==> config.mk <==
export PLATFORM = sky130hd
export DESIGN_NAME = xpu
export DESIGN_NICKNAME = d
export VERILOG_FILES = /design/src/design/xpu_pkg.sv /design/src/design/xpu_regs.sv /design/src/design/tsf_timer.sv /design/src/design/phy_rx_parse.sv /design/src/design/pkt_filter_ctl.sv /design/src/design/xpu.sv
export VERILOG_INCLUDE_DIRS = /design/src /design/src/design
export SDC_FILE = /design/constraint.sdc
export NUM_CORES = 1
export LEC_CHECK = 0
export ABC_AREA = 0
export ABC_CLOCK_PERIOD_IN_PS = 6100
export BUFFER_PORTS_ARGS = -buffer_cell sky130_fd_sc_hd__buf_4
export CAP_MARGIN = 25
export CORE_UTILIZATION = 45
export DETAILED_ROUTE_END_ITERATION = 8
export GPL_TIMING_DRIVEN = 0
export PLACE_DENSITY = 0.73
export SETUP_SLACK_MARGIN = 0.02
export SLEW_MARGIN = 25
export SYNTH_ARGS = -nofsm -noshare
export SYNTH_HDL_FRONTEND = slang
export SYNTH_SLANG_ARGS = --single-unit
==> constraint.sdc <==
create_clock -name s00_axi_aclk -period 6.1 [get_ports s00_axi_aclk]
set_input_delay 0.305 -clock s00_axi_aclk [delete_from_list [all_inputs] [get_ports s00_axi_aclk]]
set_output_delay 0.305 -clock s00_axi_aclk [all_outputs]
set_load 0.01 [all_outputs]
==> src/design/xpu_cfg.svh <==
// xpu register map and defaults
`ifndef XPU_CFG_SVH
`define XPU_CFG_SVH

// register word addresses
`define XPU_REG_RST        6'd0
`define XPU_REG_TSF_LO     6'd2
// msb of the high word doubles as load control
`define XPU_REG_TSF_HI     6'd3
`define XPU_REG_BAND       6'd4
`define XPU_REG_TIMING     6'd9
`define XPU_REG_FILTER     6'd27
`define XPU_REG_MAC_LO     6'd30
`define XPU_REG_MAC_HI     6'd31
`define XPU_REG_TSF_RD_LO  6'd58
`define XPU_REG_TSF_RD_HI  6'd59
`define XPU_REG_VERSION    6'd63

// build identification word
`define XPU_VERSION        32'h4a2b_0107

// 20 ns clock, 50 cycles per microsecond
`define TSF_CLK_PER_US     50

// default interframe timings in us
`define DEF_PREAMBLE_SIG   20
`define DEF_OFDM_SYM       4
`define DEF_SLOT_SHORT     9
`define DEF_SLOT_LONG      20
`define DEF_SIFS_24G       10
`define DEF_SIFS_5G        16
`define DEF_RX_DELAY_24G   24
`define DEF_RX_DELAY_5G    25

// receive filter flag positions
`define FLT_PROMISC        0
`define FLT_BCAST          1
`define FLT_CTRL           2

// frame control type field value for control frames
`define FC_TYPE_CTRL       2'd1

`endif

==> src/design/xpu_pkg.sv <==
// xpu shared types
package xpu_pkg;

    // register bus
    typedef logic [31:0] reg_data_t;
    typedef logic [5:0]  reg_addr_t;

    // 802.11 timing synchronization function, in us
    typedef logic [63:0] tsf_t;

    // station and frame addresses
    typedef logic [47:0] mac_addr_t;

    // demodulated byte stream
    typedef logic [7:0]  byte_t;
    typedef logic [15:0] byte_idx_t;

    // frame control low half, duration high half
    typedef logic [31:0] fc_di_t;

    // radio settings
    // band code 1 is 2.4 GHz
    typedef logic [3:0]  band_t;
    typedef logic [7:0]  channel_t;

    // interframe quantities in us
    typedef logic [6:0]  time7_t;
    typedef logic [4:0]  time5_t;

    // promisc, bcast, ctrl flags
    typedef logic [3:0]  filter_cfg_t;

endpackage

==> src/design/xpu_regs.sv <==
// xpu register bank
`timescale 1ns/1ps
`include "xpu_cfg.svh"

module xpu_regs
    import xpu_pkg::*;
(
    input  logic        s00_axi_aclk,
    input  logic        rst_i,
    input  logic        reg_wr_i,
    input  reg_addr_t   reg_addr_i,
    input  reg_data_t   reg_wdata_i,
    input  reg_addr_t   reg_rd_addr_i,
    input  tsf_t        tsf_runtime_val_i,
    output reg_data_t   reg_rd_data_o,
    output logic        parse_rst_o,
    output logic        filter_rst_o,
    output logic        tsf_load_ctl_o,
    output tsf_t        tsf_load_val_o,
    output band_t       band_o,
    output channel_t    channel_o,
    output time7_t      preamble_sig_time_o,
    output time7_t      sifs_time_o,
    output time7_t      phy_rx_start_delay_time_o,
    output time5_t      ofdm_symbol_time_o,
    output time5_t      slot_time_o,
    output filter_cfg_t filter_cfg_o,
    output mac_addr_t   mac_addr_o
);

    reg_data_t reg_rst;
    reg_data_t reg_tsf_lo;
    reg_data_t reg_tsf_hi;
    reg_data_t reg_band;
    reg_data_t reg_timing;
    reg_data_t reg_filter;
    reg_data_t reg_mac_lo;
    reg_data_t reg_mac_hi;

    logic short_slot;
    logic ovr_en;
    logic band_24g;

    // write port, one word per strobe
    always_ff @(posedge s00_axi_aclk) begin
        if (rst_i) begin
            reg_rst    <= '0;
            reg_tsf_lo <= '0;
            reg_tsf_hi <= '0;
            reg_band   <= '0;
            reg_timing <= '0;
            reg_filter <= '0;
            reg_mac_lo <= '0;
            reg_mac_hi <= '0;
        end else if (reg_wr_i) begin
            case (reg_addr_i)
                `XPU_REG_RST:    reg_rst    <= reg_wdata_i;
                `XPU_REG_TSF_LO: reg_tsf_lo <= reg_wdata_i;
                `XPU_REG_TSF_HI: reg_tsf_hi <= reg_wdata_i;
                `XPU_REG_BAND:   reg_band   <= reg_wdata_i;
                `XPU_REG_TIMING: reg_timing <= reg_wdata_i;
                `XPU_REG_FILTER: reg_filter <= reg_wdata_i;
                `XPU_REG_MAC_LO: reg_mac_lo <= reg_wdata_i;
                `XPU_REG_MAC_HI: reg_mac_hi <= reg_wdata_i;
                default:         ;
            endcase
        end
    end

    // registered read-back, unmapped words read zero
    always_ff @(posedge s00_axi_aclk) begin
        if (rst_i) begin
            reg_rd_data_o <= '0;
        end else begin
            case (reg_rd_addr_i)
                `XPU_REG_RST:       reg_rd_data_o <= reg_rst;
                `XPU_REG_TSF_LO:    reg_rd_data_o <= reg_tsf_lo;
                `XPU_REG_TSF_HI:    reg_rd_data_o <= reg_tsf_hi;
                `XPU_REG_BAND:      reg_rd_data_o <= reg_band;
                `XPU_REG_TIMING:    reg_rd_data_o <= reg_timing;
                `XPU_REG_FILTER:    reg_rd_data_o <= reg_filter;
                `XPU_REG_MAC_LO:    reg_rd_data_o <= reg_mac_lo;
                `XPU_REG_MAC_HI:    reg_rd_data_o <= reg_mac_hi;
                `XPU_REG_TSF_RD_LO: reg_rd_data_o <= tsf_runtime_val_i[31:0];
                `XPU_REG_TSF_RD_HI: reg_rd_data_o <= tsf_runtime_val_i[63:32];
                `XPU_REG_VERSION:   reg_rd_data_o <= `XPU_VERSION;
                default:            reg_rd_data_o <= '0;
            endcase
        end
    end

    // soft resets on top of the global one
    assign parse_rst_o  = rst_i | reg_rst[0];
    assign filter_rst_o = rst_i | reg_rst[1];

    // tsf load, msb rising edge is detected in the timer
    assign tsf_load_ctl_o = reg_tsf_hi[31];
    assign tsf_load_val_o = {reg_tsf_hi, reg_tsf_lo};

    assign band_o     = reg_band[19:16];
    assign channel_o  = reg_band[7:0];
    assign short_slot = reg_band[24];
    assign band_24g   = (band_o == band_t'(1));

    assign filter_cfg_o = reg_filter[3:0];
    assign mac_addr_o   = {reg_mac_hi[15:0], reg_mac_lo};

    // interframe timing, debug override wins over band defaults
    assign ovr_en = reg_timing[31];

    assign preamble_sig_time_o = ovr_en ? reg_timing[30:24] : time7_t'(`DEF_PREAMBLE_SIG);
    assign ofdm_symbol_time_o  = ovr_en ? reg_timing[23:19] : time5_t'(`DEF_OFDM_SYM);
    // long slot only for 2.4 GHz without erp short slot
    assign slot_time_o = ovr_en ? reg_timing[18:14] :
                         (band_24g && !short_slot) ? time5_t'(`DEF_SLOT_LONG) :
                         time5_t'(`DEF_SLOT_SHORT);
    assign sifs_time_o = ovr_en ? reg_timing[13:7] :
                         band_24g ? time7_t'(`DEF_SIFS_24G) : time7_t'(`DEF_SIFS_5G);
    assign phy_rx_start_delay_time_o = ovr_en ? reg_timing[6:0] :
                         band_24g ? time7_t'(`DEF_RX_DELAY_24G) : time7_t'(`DEF_RX_DELAY_5G);

endmodule

==> src/design/tsf_timer.sv <==
// tsf microsecond timer
`timescale 1ns/1ps
`include "xpu_cfg.svh"

module tsf_timer
    import xpu_pkg::*;
(
    input  logic s00_axi_aclk,
    input  logic rst_i,
    input  logic tsf_load_ctl_i,
    input  tsf_t tsf_load_val_i,
    output tsf_t tsf_runtime_val_o,
    output logic tsf_pulse_1m_o
);

    localparam int unsigned DIV_W = $clog2(`TSF_CLK_PER_US);

    logic [DIV_W-1:0] div_cnt;
    logic             load_ctl_d;
    logic             load_rise;
    logic             div_wrap;

    assign load_rise = tsf_load_ctl_i & ~load_ctl_d;
    // last clock of each microsecond
    assign div_wrap  = (div_cnt == DIV_W'(`TSF_CLK_PER_US - 1));

    always_ff @(posedge s00_axi_aclk) begin
        if (rst_i) begin
            load_ctl_d        <= 1'b0;
            div_cnt           <= '0;
            tsf_runtime_val_o <= '0;
            tsf_pulse_1m_o    <= 1'b0;
        end else begin
            load_ctl_d <= tsf_load_ctl_i;
            if (load_rise) begin
                // new epoch, divider starts over
                div_cnt           <= '0;
                tsf_runtime_val_o <= tsf_load_val_i;
                tsf_pulse_1m_o    <= 1'b0;
            end else if (div_wrap) begin
                div_cnt           <= '0;
                tsf_runtime_val_o <= tsf_runtime_val_o + 64'd1;
                tsf_pulse_1m_o    <= 1'b1;
            end else begin
                div_cnt        <= div_cnt + 1'b1;
                tsf_pulse_1m_o <= 1'b0;
            end
        end
    end

endmodule

==> src/design/phy_rx_parse.sv <==
// mac header field parser
`timescale 1ns/1ps

module phy_rx_parse
    import xpu_pkg::*;
(
    input  logic      s00_axi_aclk,
    input  logic      rst_i,
    input  logic      pkt_header_valid_strobe_i,
    input  byte_t     byte_in_i,
    input  byte_idx_t byte_count_i,
    input  logic      byte_in_strobe_i,
    output fc_di_t    fc_di_o,
    output logic      fc_di_valid_o,
    output mac_addr_t addr1_o,
    output mac_addr_t addr2_o,
    output mac_addr_t addr3_o,
    output logic      addr1_valid_o,
    output logic      addr2_valid_o,
    output logic      addr3_valid_o
);

    // last byte index of each field
    localparam byte_idx_t FC_LAST = 16'd3;
    localparam byte_idx_t A1_LAST = 16'd9;
    localparam byte_idx_t A2_LAST = 16'd15;
    localparam byte_idx_t A3_LAST = 16'd21;

    logic       in_fc;
    logic       in_a1;
    logic       in_a2;
    logic       in_a3;
    logic [3:0] last_hit;
    logic [3:0] field_done;

    // field select by byte index
    assign in_fc = (byte_count_i <= FC_LAST);
    assign in_a1 = (byte_count_i > FC_LAST) && (byte_count_i <= A1_LAST);
    assign in_a2 = (byte_count_i > A1_LAST) && (byte_count_i <= A2_LAST);
    assign in_a3 = (byte_count_i > A2_LAST) && (byte_count_i <= A3_LAST);

    assign last_hit[0] = byte_in_strobe_i && (byte_count_i == FC_LAST);
    assign last_hit[1] = byte_in_strobe_i && (byte_count_i == A1_LAST);
    assign last_hit[2] = byte_in_strobe_i && (byte_count_i == A2_LAST);
    assign last_hit[3] = byte_in_strobe_i && (byte_count_i == A3_LAST);

    // little endian, newest byte enters at the top
    always_ff @(posedge s00_axi_aclk) begin
        if (byte_in_strobe_i) begin
            if (in_fc)
                fc_di_o <= {byte_in_i, fc_di_o[31:8]};
            if (in_a1)
                addr1_o <= {byte_in_i, addr1_o[47:8]};
            if (in_a2)
                addr2_o <= {byte_in_i, addr2_o[47:8]};
            if (in_a3)
                addr3_o <= {byte_in_i, addr3_o[47:8]};
        end
    end

    // one valid pulse per field and frame
    always_ff @(posedge s00_axi_aclk) begin
        if (rst_i) begin
            field_done <= '0;
            {addr3_valid_o, addr2_valid_o, addr1_valid_o, fc_di_valid_o} <= '0;
        end else begin
            {addr3_valid_o, addr2_valid_o, addr1_valid_o, fc_di_valid_o} <=
                last_hit & ~field_done;
            // new header, rearm all fields
            if (pkt_header_valid_strobe_i)
                field_done <= '0;
            else
                field_done <= field_done | last_hit;
        end
    end

endmodule

==> src/design/pkt_filter_ctl.sv <==
// receive dma filter
`timescale 1ns/1ps
`include "xpu_cfg.svh"

module pkt_filter_ctl
    import xpu_pkg::*;
(
    input  logic        s00_axi_aclk,
    input  logic        rst_i,
    input  filter_cfg_t filter_cfg_i,
    input  mac_addr_t   self_mac_addr_i,
    input  logic [1:0]  fc_type_i,
    input  mac_addr_t   addr1_i,
    input  logic        addr1_valid_i,
    output logic        block_rx_dma_to_ps_o,
    output logic        block_rx_dma_to_ps_valid_o
);

    logic own_hit;
    logic bcast_hit;
    logic ctrl_type;
    logic pass;

    assign own_hit   = (addr1_i == self_mac_addr_i);
    assign bcast_hit = &addr1_i;
    assign ctrl_type = (fc_type_i == `FC_TYPE_CTRL);

    // first matching class decides
    always_comb begin
        if (own_hit)
            pass = 1'b1;
        else if (bcast_hit)
            pass = filter_cfg_i[`FLT_BCAST];
        else if (ctrl_type)
            pass = filter_cfg_i[`FLT_CTRL];
        else
            pass = filter_cfg_i[`FLT_PROMISC];
    end

    // block level holds until the next frame's addr1
    always_ff @(posedge s00_axi_aclk) begin
        if (rst_i) begin
            block_rx_dma_to_ps_o       <= 1'b0;
            block_rx_dma_to_ps_valid_o <= 1'b0;
        end else begin
            block_rx_dma_to_ps_valid_o <= addr1_valid_i;
            if (addr1_valid_i)
                block_rx_dma_to_ps_o <= ~pass;
        end
    end

endmodule

==> src/design/xpu.sv <==
// xpu receive core top
`timescale 1ns/1ps

module xpu
    import xpu_pkg::*;
(
    input  logic      s00_axi_aclk,
    input  logic      rst_i,
    // register access
    input  logic      reg_wr_i,
    input  reg_addr_t reg_addr_i,
    input  reg_data_t reg_wdata_i,
    input  reg_addr_t reg_rd_addr_i,
    output reg_data_t reg_rd_data_o,
    // demodulated byte stream
    input  byte_t     byte_in_i,
    input  byte_idx_t byte_count_i,
    input  logic      byte_in_strobe_i,
    input  logic      pkt_header_valid_strobe_i,
    // tsf
    output tsf_t      tsf_runtime_val_o,
    output logic      tsf_pulse_1m_o,
    // radio and timing settings
    output band_t     band_o,
    output channel_t  channel_o,
    output time7_t    preamble_sig_time_o,
    output time5_t    ofdm_symbol_time_o,
    output time5_t    slot_time_o,
    output time7_t    sifs_time_o,
    output time7_t    phy_rx_start_delay_time_o,
    output mac_addr_t mac_addr_o,
    // dma gate toward the processor
    output logic      block_rx_dma_to_ps_o,
    output logic      block_rx_dma_to_ps_valid_o
);

    logic        parse_rst;
    logic        filter_rst;
    logic        tsf_load_ctl;
    tsf_t        tsf_load_val;
    filter_cfg_t filter_cfg;
    fc_di_t      fc_di;
    mac_addr_t   addr1;
    logic        addr1_valid;

    xpu_regs xpu_regs_i (
        .s00_axi_aclk              (s00_axi_aclk),
        .rst_i                     (rst_i),
        .reg_wr_i                  (reg_wr_i),
        .reg_addr_i                (reg_addr_i),
        .reg_wdata_i               (reg_wdata_i),
        .reg_rd_addr_i             (reg_rd_addr_i),
        .tsf_runtime_val_i         (tsf_runtime_val_o),
        .reg_rd_data_o             (reg_rd_data_o),
        .parse_rst_o               (parse_rst),
        .filter_rst_o              (filter_rst),
        .tsf_load_ctl_o            (tsf_load_ctl),
        .tsf_load_val_o            (tsf_load_val),
        .band_o                    (band_o),
        .channel_o                 (channel_o),
        .preamble_sig_time_o       (preamble_sig_time_o),
        .sifs_time_o               (sifs_time_o),
        .phy_rx_start_delay_time_o (phy_rx_start_delay_time_o),
        .ofdm_symbol_time_o        (ofdm_symbol_time_o),
        .slot_time_o               (slot_time_o),
        .filter_cfg_o              (filter_cfg),
        .mac_addr_o                (mac_addr_o)
    );

    tsf_timer tsf_timer_i (
        .s00_axi_aclk      (s00_axi_aclk),
        .rst_i             (rst_i),
        .tsf_load_ctl_i    (tsf_load_ctl),
        .tsf_load_val_i    (tsf_load_val),
        .tsf_runtime_val_o (tsf_runtime_val_o),
        .tsf_pulse_1m_o    (tsf_pulse_1m_o)
    );

    // only fc and addr1 feed the filter here
    phy_rx_parse phy_rx_parse_i (
        .s00_axi_aclk              (s00_axi_aclk),
        .rst_i                     (parse_rst),
        .pkt_header_valid_strobe_i (pkt_header_valid_strobe_i),
        .byte_in_i                 (byte_in_i),
        .byte_count_i              (byte_count_i),
        .byte_in_strobe_i          (byte_in_strobe_i),
        .fc_di_o                   (fc_di),
        .fc_di_valid_o             (),
        .addr1_o                   (addr1),
        .addr2_o                   (),
        .addr3_o                   (),
        .addr1_valid_o             (addr1_valid),
        .addr2_valid_o             (),
        .addr3_valid_o             ()
    );

    pkt_filter_ctl pkt_filter_ctl_i (
        .s00_axi_aclk               (s00_axi_aclk),
        .rst_i                      (filter_rst),
        .filter_cfg_i               (filter_cfg),
        .self_mac_addr_i            (mac_addr_o),
        .fc_type_i                  (fc_di[3:2]),
        .addr1_i                    (addr1),
        .addr1_valid_i              (addr1_valid),
        .block_rx_dma_to_ps_o       (block_rx_dma_to_ps_o),
        .block_rx_dma_to_ps_valid_o (block_rx_dma_to_ps_valid_o)
    );

endmodule

Yosys cells after proc, flatten, opt, wreduce, memory -nomap -nowiden. Index checks and enable logic that the tools add are counted.

Input bits: 73. Bits in registers: 447. Output and inout port bits: 190. Word-level logic and storage cells: 96.

Muxes and demuxes: 15. Equality and inequality tests: 25. Reductions and logical operators: 24. Bitwise logic cells: 8. Order comparisons: 3. $add $sub $neg: 2.

Operators by type and width (count): $pmux W32 S11 (1); $mux W64 (2); $add A64 B1 Y64 const B (1); $eq A48 B48 Y1 (1); $reduce_and A48 Y1 (1); $eq A6 B5 Y1 const B (6); $eq A16 B4 Y1 const B (2); $eq A6 B2 Y1 const B (4); $eq A6 B6 Y1 const B (4); $mux W7 (3); $mux W5 (4); $reduce_and A2 Y1 (10); $eq A16 B2 Y1 const B (1); $eq A16 B5 Y1 const B (1); $gt A16 B2 Y1 const B (1); $le A16 B2 Y1 const B (1); $le A16 B4 Y1 const B (1); $eq A6 B3 Y1 const B (2); $eq A6 B4 Y1 const B (2); $logic_not A6 Y1 (2); $add A6 B1 Y6 const B (1); $logic_and A1 B1 Y1 (6); $mux W1 (5); $eq A4 B1 Y1 const B (1); other kinds (11) (14).

Longest topological paths before layout. Gate-level depths: netlist (run 1).

Depth in word-level cells: 5. Gate-level depth with buffers: 10. Mapped depth without buffers: 7.

Cells and area by module. Synthesis (run 1) repeated with hierarchy kept, for this count alone.

Cells, all modules: 2388. Area, all modules: 23228.5 um^2.

Modules (own cells, without submodules): xpu_regs (sequential area each 5765.5 um^2, cells an instance 1616, area each 12919.9 um^2, instances 1); phy_rx_parse (sequential area each 5445.2 um^2, cells an instance 217, area each 5730.5 um^2, instances 1); tsf_timer (sequential area each 1441.4 um^2, cells an instance 467, area each 3846.2 um^2, instances 1); pkt_filter_ctl (sequential area each 40.0 um^2, cells an instance 88, area each 732.0 um^2, instances 1).

Least setup slack after synthesis (run 1). Ideal clock, no wire load.

Kind: input-to-reg. From: in byte_count_i[12]. To: reg phy_rx_parse_i.addr1_o[0] (enable). Data arrival time: 2.788 ns. Required time: 5.647 ns. Buffers on the path: 0. Path slack: 2.858 ns. Library setup time: 0.453 ns. Cell stages on the path: 3. Cells stage by stage: nor4b_1 -> nand4_1 -> nor2_1.

Word-level cells in the longest chain between the ends: 3. Elaborated cells on any way between the ends: 4. Those cells by class: order compare (2); reduce/logical (2).

RTL lines: from (decl) (line xpu.sv:17) `input byte_idx_t byte_count_i,`; $gt A16 B2 Y1 / $le A16 B4 Y1 (equally long branches) (line phy_rx_parse.sv:38) `assign in_a1 = (byte_count_i > FC_LAST) && (byte_count_i <= A1_LAST);`; $logic_and A1 B1 Y1 * (line phy_rx_parse.sv:38); $reduce_and A2 Y1 (no line) *; to (signal assigned) (line phy_rx_parse.sv:53) `addr1_o <= {byte_in_i, addr1_o[47:8]};`; to (decl) (line phy_rx_parse.sv:15) `output mac_addr_t addr1_o,`.

Every way passes the cells marked *; elsewhere a longest branch is shown, timed or not. A chain may end at the register's enable or synchronous reset.

Worst setup path in the final report (run 1).
From: reg tsf_timer_i.tsf_runtime_val_o[24]. To: reg tsf_timer_i.tsf_runtime_val_o[48].

Word-level cells in the longest chain between the ends: 3.

RTL lines: from (decl) (line tsf_timer.sv:12) `output tsf_t tsf_runtime_val_o,`; from (signal assigned) (line tsf_timer.sv:38) `tsf_runtime_val_o <= tsf_load_val_i;`; from (signal assigned) (line tsf_timer.sv:42) `tsf_runtime_val_o <= tsf_runtime_val_o + 64'd1;`; $add A64 B1 Y64 (line tsf_timer.sv:42); $mux W64 (line tsf_timer.sv:40) `end else if (div_wrap) begin`; $mux W64 (line tsf_timer.sv:35) `if (load_rise) begin`.

Every way passes these cells. The select of a mux whose other input is x is not followed.

==> results of run 1 <==
-- logic make-up (layout without fill, tap and decap cells) --
| group | Yosys count | count (layout) |
|---|---|---|
| xor gates and xnor gates | 75 | 75 |
| buffers and inverters | 239 | 560 |
| other | 0 | 2 |
| adders and majority gates | 3 | 3 |
| muxes | 72 | 72 |
| AOI/OAI and AO/OA | 482 | 482 |
| and+or+nand+nor | 875 | 875 |
| DFF | 420 | 420 |
-- worst max-delay path, stage by stage, from the launching register on --
cell      delay, ns
dfxtp_1        0.56
and4_1         0.41
nand4_1        0.46
nor4_2         0.97
clkbuf_1       0.51
a311oi_1       0.21
nor4_1         0.31
-- report_power, final --
group,switching (mW),internal (mW)
combinational,0.158,0.0645
clock,1.18,1.81
sequential,0.0159,2.81
-- flip-flops by register name, summed over array words and instances (netlist names), 6 cells and up --
| register | cells |
|---|---|
| phy_rx_parse_i.addr1_o | 48 |
| phy_rx_parse_i.fc_di_o | 8 |
| tsf_timer_i.div_cnt | 6 |
| tsf_timer_i.tsf_runtime_val_o | 64 |
| xpu_regs_i.reg_band | 32 |
| xpu_regs_i.reg_filter | 32 |
| xpu_regs_i.reg_mac_hi | 32 |
| xpu_regs_i.reg_mac_lo | 32 |
| xpu_regs_i.reg_rd_data_o | 32 |
| xpu_regs_i.reg_rst | 32 |
| xpu_regs_i.reg_timing | 32 |
| xpu_regs_i.reg_tsf_hi | 32 |
| xpu_regs_i.reg_tsf_lo | 32 |
-- per-layer routing --
layer  track usage  part of all wire
met1         0.479              0.38
met3        0.0634              0.11
met5        0.0131           0.00084
met4         0.181             0.053
met2         0.577              0.45
-- Yosys cell counts, drive strengths merged, types with 3 or more instances --
cell     count
a2111oi      5
a211oi      29
a21o         6
a21oi      230
a221oi      44
a222oi      32
a22o        27
a22oi       21
a311oi      29
a31oi       32
and2        28
and3        20
and4        15
buf         40
clkbuf     180
dfxtp      364
edfxtp      56
ha           3
inv         19
mux2        34
mux2i       38
nand2      492
nand2b       9
nand3       24
nand4       36
nor2       124
nor2b        5
nor3        25
nor3b        3
nor4        48
o21ai       10
o31ai       13
or2          5
or3         15
or4         17
xnor2       36
xor2        39
-- final cells by class --
cell class | count | area [sq um] | area share
diodes | 2 | 5.00 | 0.000219
flip-flops and latches | 420 | 8970 | 0.393
plain buffers | 220 | 990 | 0.0433
well taps | 532 | 666 | 0.0291
inverters | 19 | 71.3 | 0.00312
repair buffers | 239 | 1860 | 0.0813
clock buffers | 63 | 1280 | 0.0563
multi-input cells | 1507 | 8700 | 0.381
clock inverters | 19 | 303 | 0.0133
-- cell usage in the layout (no fill, tap or decap), drive strengths merged, types with 10 or more instances in the layout --
master  synthesis  final
a211oi         29     29
a21oi         230    230
a221oi         44     44
a222oi         32     32
a22o           27     27
a22oi          21     21
a311oi         29     29
a31oi          32     32
and2           28     28
and3           20     20
and4           15     15
buf            40    270
clkbuf        180    243
clkinv          0     11
dfxtp         364    364
edfxtp         56     56
inv            19     19
mux2           34     34
mux2i          38     38
nand2         492    492
nand3          24     24
nand4          36     36
nor2          124    124
nor3           25     25
nor4           48     48
o21ai          10     10
o31ai          13     13
or3            15     15
or4            17     17
xnor2          36     36
xor2           39     39
-- timing repair --
action / in CTS / in global routing
hold endpoints to repair: 11 / 0
hold buffers: 9 / 0
buffers inserted: 0 / 0
-- per-stage QoR --
| stage | setup WS, ns | area (sq um) | cells | util | power [mW] |
|---|---|---|---|---|---|
| 3_3_place_gp | 1.79 | 21100 | 2925 | 0.514 | 3.09 |
| 4_1_cts | 2.63 | 22800 | 3019 | 0.558 | 6.02 |
| 3_5_place_dp | 2.66 | 21200 | 2928 | 0.517 | 3.09 |
| 5_1_grt | 2.50 | 22800 | 3019 | 0.558 | 6.14 |
| 6_report | 2.57 | 22800 | 3021 | 0.558 | 6.03 |
| 2_1_floorplan | 2.86 | 18700 | 2166 | - | 2.98 |
-- path summary, 6_finish.rpt --
kind,start,endpoint,slack [ns],cells after the start
worst min-delay path,reg_wdata_i[0],xpu_regs_i.reg_rst[0],0.05,3
worst max register to register,tsf_timer_i.tsf_runtime_val_o[24],tsf_timer_i.tsf_runtime_val_o[48],2.57,6
worst max-delay path,tsf_timer_i.tsf_runtime_val_o[24],tsf_timer_i.tsf_runtime_val_o[48],2.57,6
worst min register to register,phy_rx_parse_i.fc_di_o[11],phy_rx_parse_i.fc_di_o[3],0.42,0
==> results.ini, run 1 <==
[drt]
drt-initial-drc-count=2319
first_pass_iters=9
detail-route-antenna-nets=0
wirelength_um=78300
viasPerCell=6.17
drc=7
post_drt_wl_per_cell_um=25.9
num_vias=18630

[setup_path]
endpoint_kind=flop
start_kind=flop
worstSetupPathType=flop to flop
required_ns=6.57
path_max_fanout=10
arrival_ns=4.00

[clock_network]
clk_latency_ns=0.59
clk_pin_slew_worst_paths_ns=0.07
clock_sinks=420
cts-htree-levels=2
cts_max_path_buffers=3
cts.repair.resized=0
cts_buffers=45
cts_tree=done
clockRootBuffer=clkbuf_16

[die]
rows=74
die_area_sq_um=42300
coreArea_sq_um=40900
dieHeight_um=206
io_pins=263
die_w_um=206
floorplan.initialDensity=0.456

[global_routing]
grt_util_all_layers=0.365
grt-ovfl-total=0
grt_pass1_vias=17110
grt_pass1_wl_um=112000
grt_max_degree=23
grt_antenna_before_repair=1

[timing]
relSlewSlack=0.251
fin_crit_sh=0.579
setup-tns-final_ns=0
max_clock_freq_mhz=283
drv_slew=0
rsz0062_at_grt=false
worst_hold_slack_ns=0.0536
skew_ns=0.0292
hold_viol_final=0
setup_viol=0
finalCriticalPeriod_ns=3.53
tightest_slew_ns=1.12

[final_layout]
fillers=3687
syn_to_final_growth_pct=22.3
fin_nets=2528
drive_above_1_share=0.168

[pwr]
vdd_drop_max_mv=0.250
power_density_nw_per_um2=264
p_leak_nw=8.06

[synthesis]
yosysSeqAreaShare=0.480
synth_cell_types=53
ys_warn_count=0
synthSimpleGateAreaFrac=0.214
synth_area_sq_um=18700
synth.area.mux_share=0.0409
synth.area.top_cells=dfxtp_1 39%, nand2_1 9.9%, edfxtp_1 9.0%
syn_avg_cell_area_sq_um=8.62
post_synth_fa_ha_maj_area_fraction=0.00201
synth_largest_area_cell=dfxtp_1
synth_xor_area_frac=0.0352
synth_top_family_by_area=simple AND/OR/NAND/NOR gates
synth_edf_count=56
synth_flop_cell=dfxtp_1
netlist_instances=2166
synth_seq_cells=420
post-synth-top-area-fraction=0.390
synthArstFlopShare=0
synth_fp_nets=2242
synth_compound_area_frac=0.171

[place]
port_buffers=227
hpwl_um=61000
gp_congestion=0.973

[outcome]
status=complete, but fails checks
violations=DRC

[worst_hold_path]
min_path_type=primary input to flop

[flow_run]
drv_cap=0

Power figures use the tool's default switching activity.
==> run 2, diff against run 1 <==
ABC_CLOCK_PERIOD_IN_PS = 3400   (was 6100)
clock period = 3.4 ns   (was 6.1 ns; I/O delays follow)
==> results.ini, run 2 (synthesis gave the netlist of run 1 again) <==
[clock_network]
cts_buffers=45
cts-htree-levels=2
cts_max_path_buffers=3
clock_sinks=420
clk_pin_slew_worst_paths_ns=0.06
clockRootBuffer=clkbuf_16
post-cts-setup-buffers=0
clk_latency_ns=0.59
cts_tree=done

[place]
hpwl_um=61000
gp_congestion=0.973
port_buffers=227

[global_routing]
grt_busiest_layer=met2
grt_pass1_vias=17306
grt_util_met3=0.0627
grtUsageMet1=0.480
grt.met2_usage=0.578
grt_pass1_wl_um=113000
grt_util_all_layers=0.366
grt_max_degree=23
grt_antenna_before_repair=0
grt-ovfl-total=0

[outcome]
violations=DRC
status=complete, but fails checks

[setup_path]
cp_num_buf_inv=1
required_ns=3.86
critical_path.endpoint=tsf_timer_i.tsf_runtime_val_o[48]
arrival_ns=3.78
worstSetupPathType=flop to flop
endpoint_kind=flop
r2r-end=tsf_timer_i.tsf_runtime_val_o[48]
reg2reg_from=tsf_timer_i.tsf_runtime_val_o[24]
start_kind=flop
crit_chain=and4_1, nand4_1, nor4_4, clkbuf_1, a311oi_1, nor4_1
crit_family=simple AND/OR/NAND/NOR gates
cpPeakStageDelay_ns=0.71
ff2ff_setup_slack_ns=0.09
crit_start=tsf_timer_i.tsf_runtime_val_o[24]
path_max_fanout=10
cp_slowest_cell=nor4_4
crit_cells=6
ff2ff_path_depth=6

[flow_run]
drv_cap=0

[final_layout]
fillers=3656
fin_nets=2562
regMostFlops=tsf_timer_i.tsf_runtime_val_o
final_cell_mix=492 x nand2_1, 364 x dfxtp_1, 256 x buf_4
multi_input_area_sq_um=8710
biggestRegsByFlops=tsf_timer_i.tsf_runtime_val_o (64), phy_rx_parse_i.addr1_o (48)
final_common_cell=nand2_1
drive_above_1_share=0.166
fin_util=0.567
syn_to_final_growth_pct=24.1
seqCellArea_sq_um=8970
largest_reg_flops=64

[die]
dieHeight_um=206
io_pins=263
coreArea_sq_um=40900
die_area_sq_um=42300
floorplan.initialDensity=0.456
rows=74
die_w_um=206

[pwr]
p_seq_frac=0.468
vdd_drop_max_mv=0.449
swShare=0.223
combPwrFrac=0.040
power_density_nw_per_um2=467
p_leak_nw=8.21
p_int_mw=8.41
power_switching_mw=2.41
p_clk_frac=0.493

[timing]
rsz0062_at_grt=false
max_clock_freq_mhz=302
tightest_slew_ns=1.15
relSlewSlack=0.229
setup_viol=0
drv_slew=0
finalCriticalPeriod_ns=3.31
skew_ns=0.0279
worst_hold_slack_ns=0.00962
hold_viol_final=0
fin_crit_sh=0.975

[drt]
drt-initial-drc-count=2420
wirelength_um=78400
num_vias=18716
viasPerCell=6.13
first_pass_iters=9
post_drt_wl_per_cell_um=25.7
detail-route-antenna-nets=0
drc=3

[worst_hold_path]
hp-start=reg_wdata_i[10]
min_path_type=primary input to flop

run 2: layout make-up:
type,instances,area share
antenna,1,0.000108
buffer,220,0.0427
clock buffer,63,0.0554
clock inverter,19,0.0131
inverter,19,0.00308
multi-input combinational,1507,0.375
sequential,420,0.387
tap,532,0.0287
timing repair buffer,273,0.0947
run 2: repair_timing:
item / 4_1_cts / 5_1_grt
setup endpoints to repair: 3 / 0
hold buffers: 41 / 2
resized for setup: 1 / 0
hold endpoints to repair: 163 / 8
run 2: power groups by stage:
stage,logic (mW),registers [mW],clock network [mW]
after floorplan,0.195,5.16,0
after global placement,0.370,5.17,0
after detailed placement,0.377,5.17,0
after CTS,0.414,5.06,5.35
after global routing,0.446,5.06,5.53
final,0.429,5.06,5.33
run 2: through the flow:
stage               TNS (ns)  power (mW)  setup slack [ns]  instances  instance area (sq um)
floorplan                  0        5.35             0.293       2166                  18700
global placement      -37.00        5.54            -0.774       2925                  21100
detailed placement   -0.0472        5.55           -0.0425       2928                  21200
CTS                        0        10.8             0.141       3051                  23200
global route               0        11.0            0.0251       3053                  23200
finish                     0        10.8            0.0859       3054                  23200
run 2: worst min path at each step:
stage | end | cells after the start
global placement | phy_rx_parse_i.addr1_o[47] | 1
global route | xpu_regs_i.reg_rst[10] | 3
detailed placement | phy_rx_parse_i.addr1_o[44] | 1
floorplan | phy_rx_parse_i.field_done[1] | 1
finish | xpu_regs_i.reg_tsf_lo[10] | 3
CTS | xpu_regs_i.reg_mac_hi[7] | 3
run 2: layer usage:
metal	part of all wire	vias up
met1	0.38	8925
met2	0.45	1232
li1	-	8355
met5	0	-
met3	0.11	204
met4	0.051	0
run 2: worst min-delay path: cells and delay by family:
kind | cells | cell delay [ns]
buffers and inverters | 1 | 0.21
AND/OR/NAND/NOR | 1 | 0.11
AO/OA/AOI/OAI | 1 | 0.06
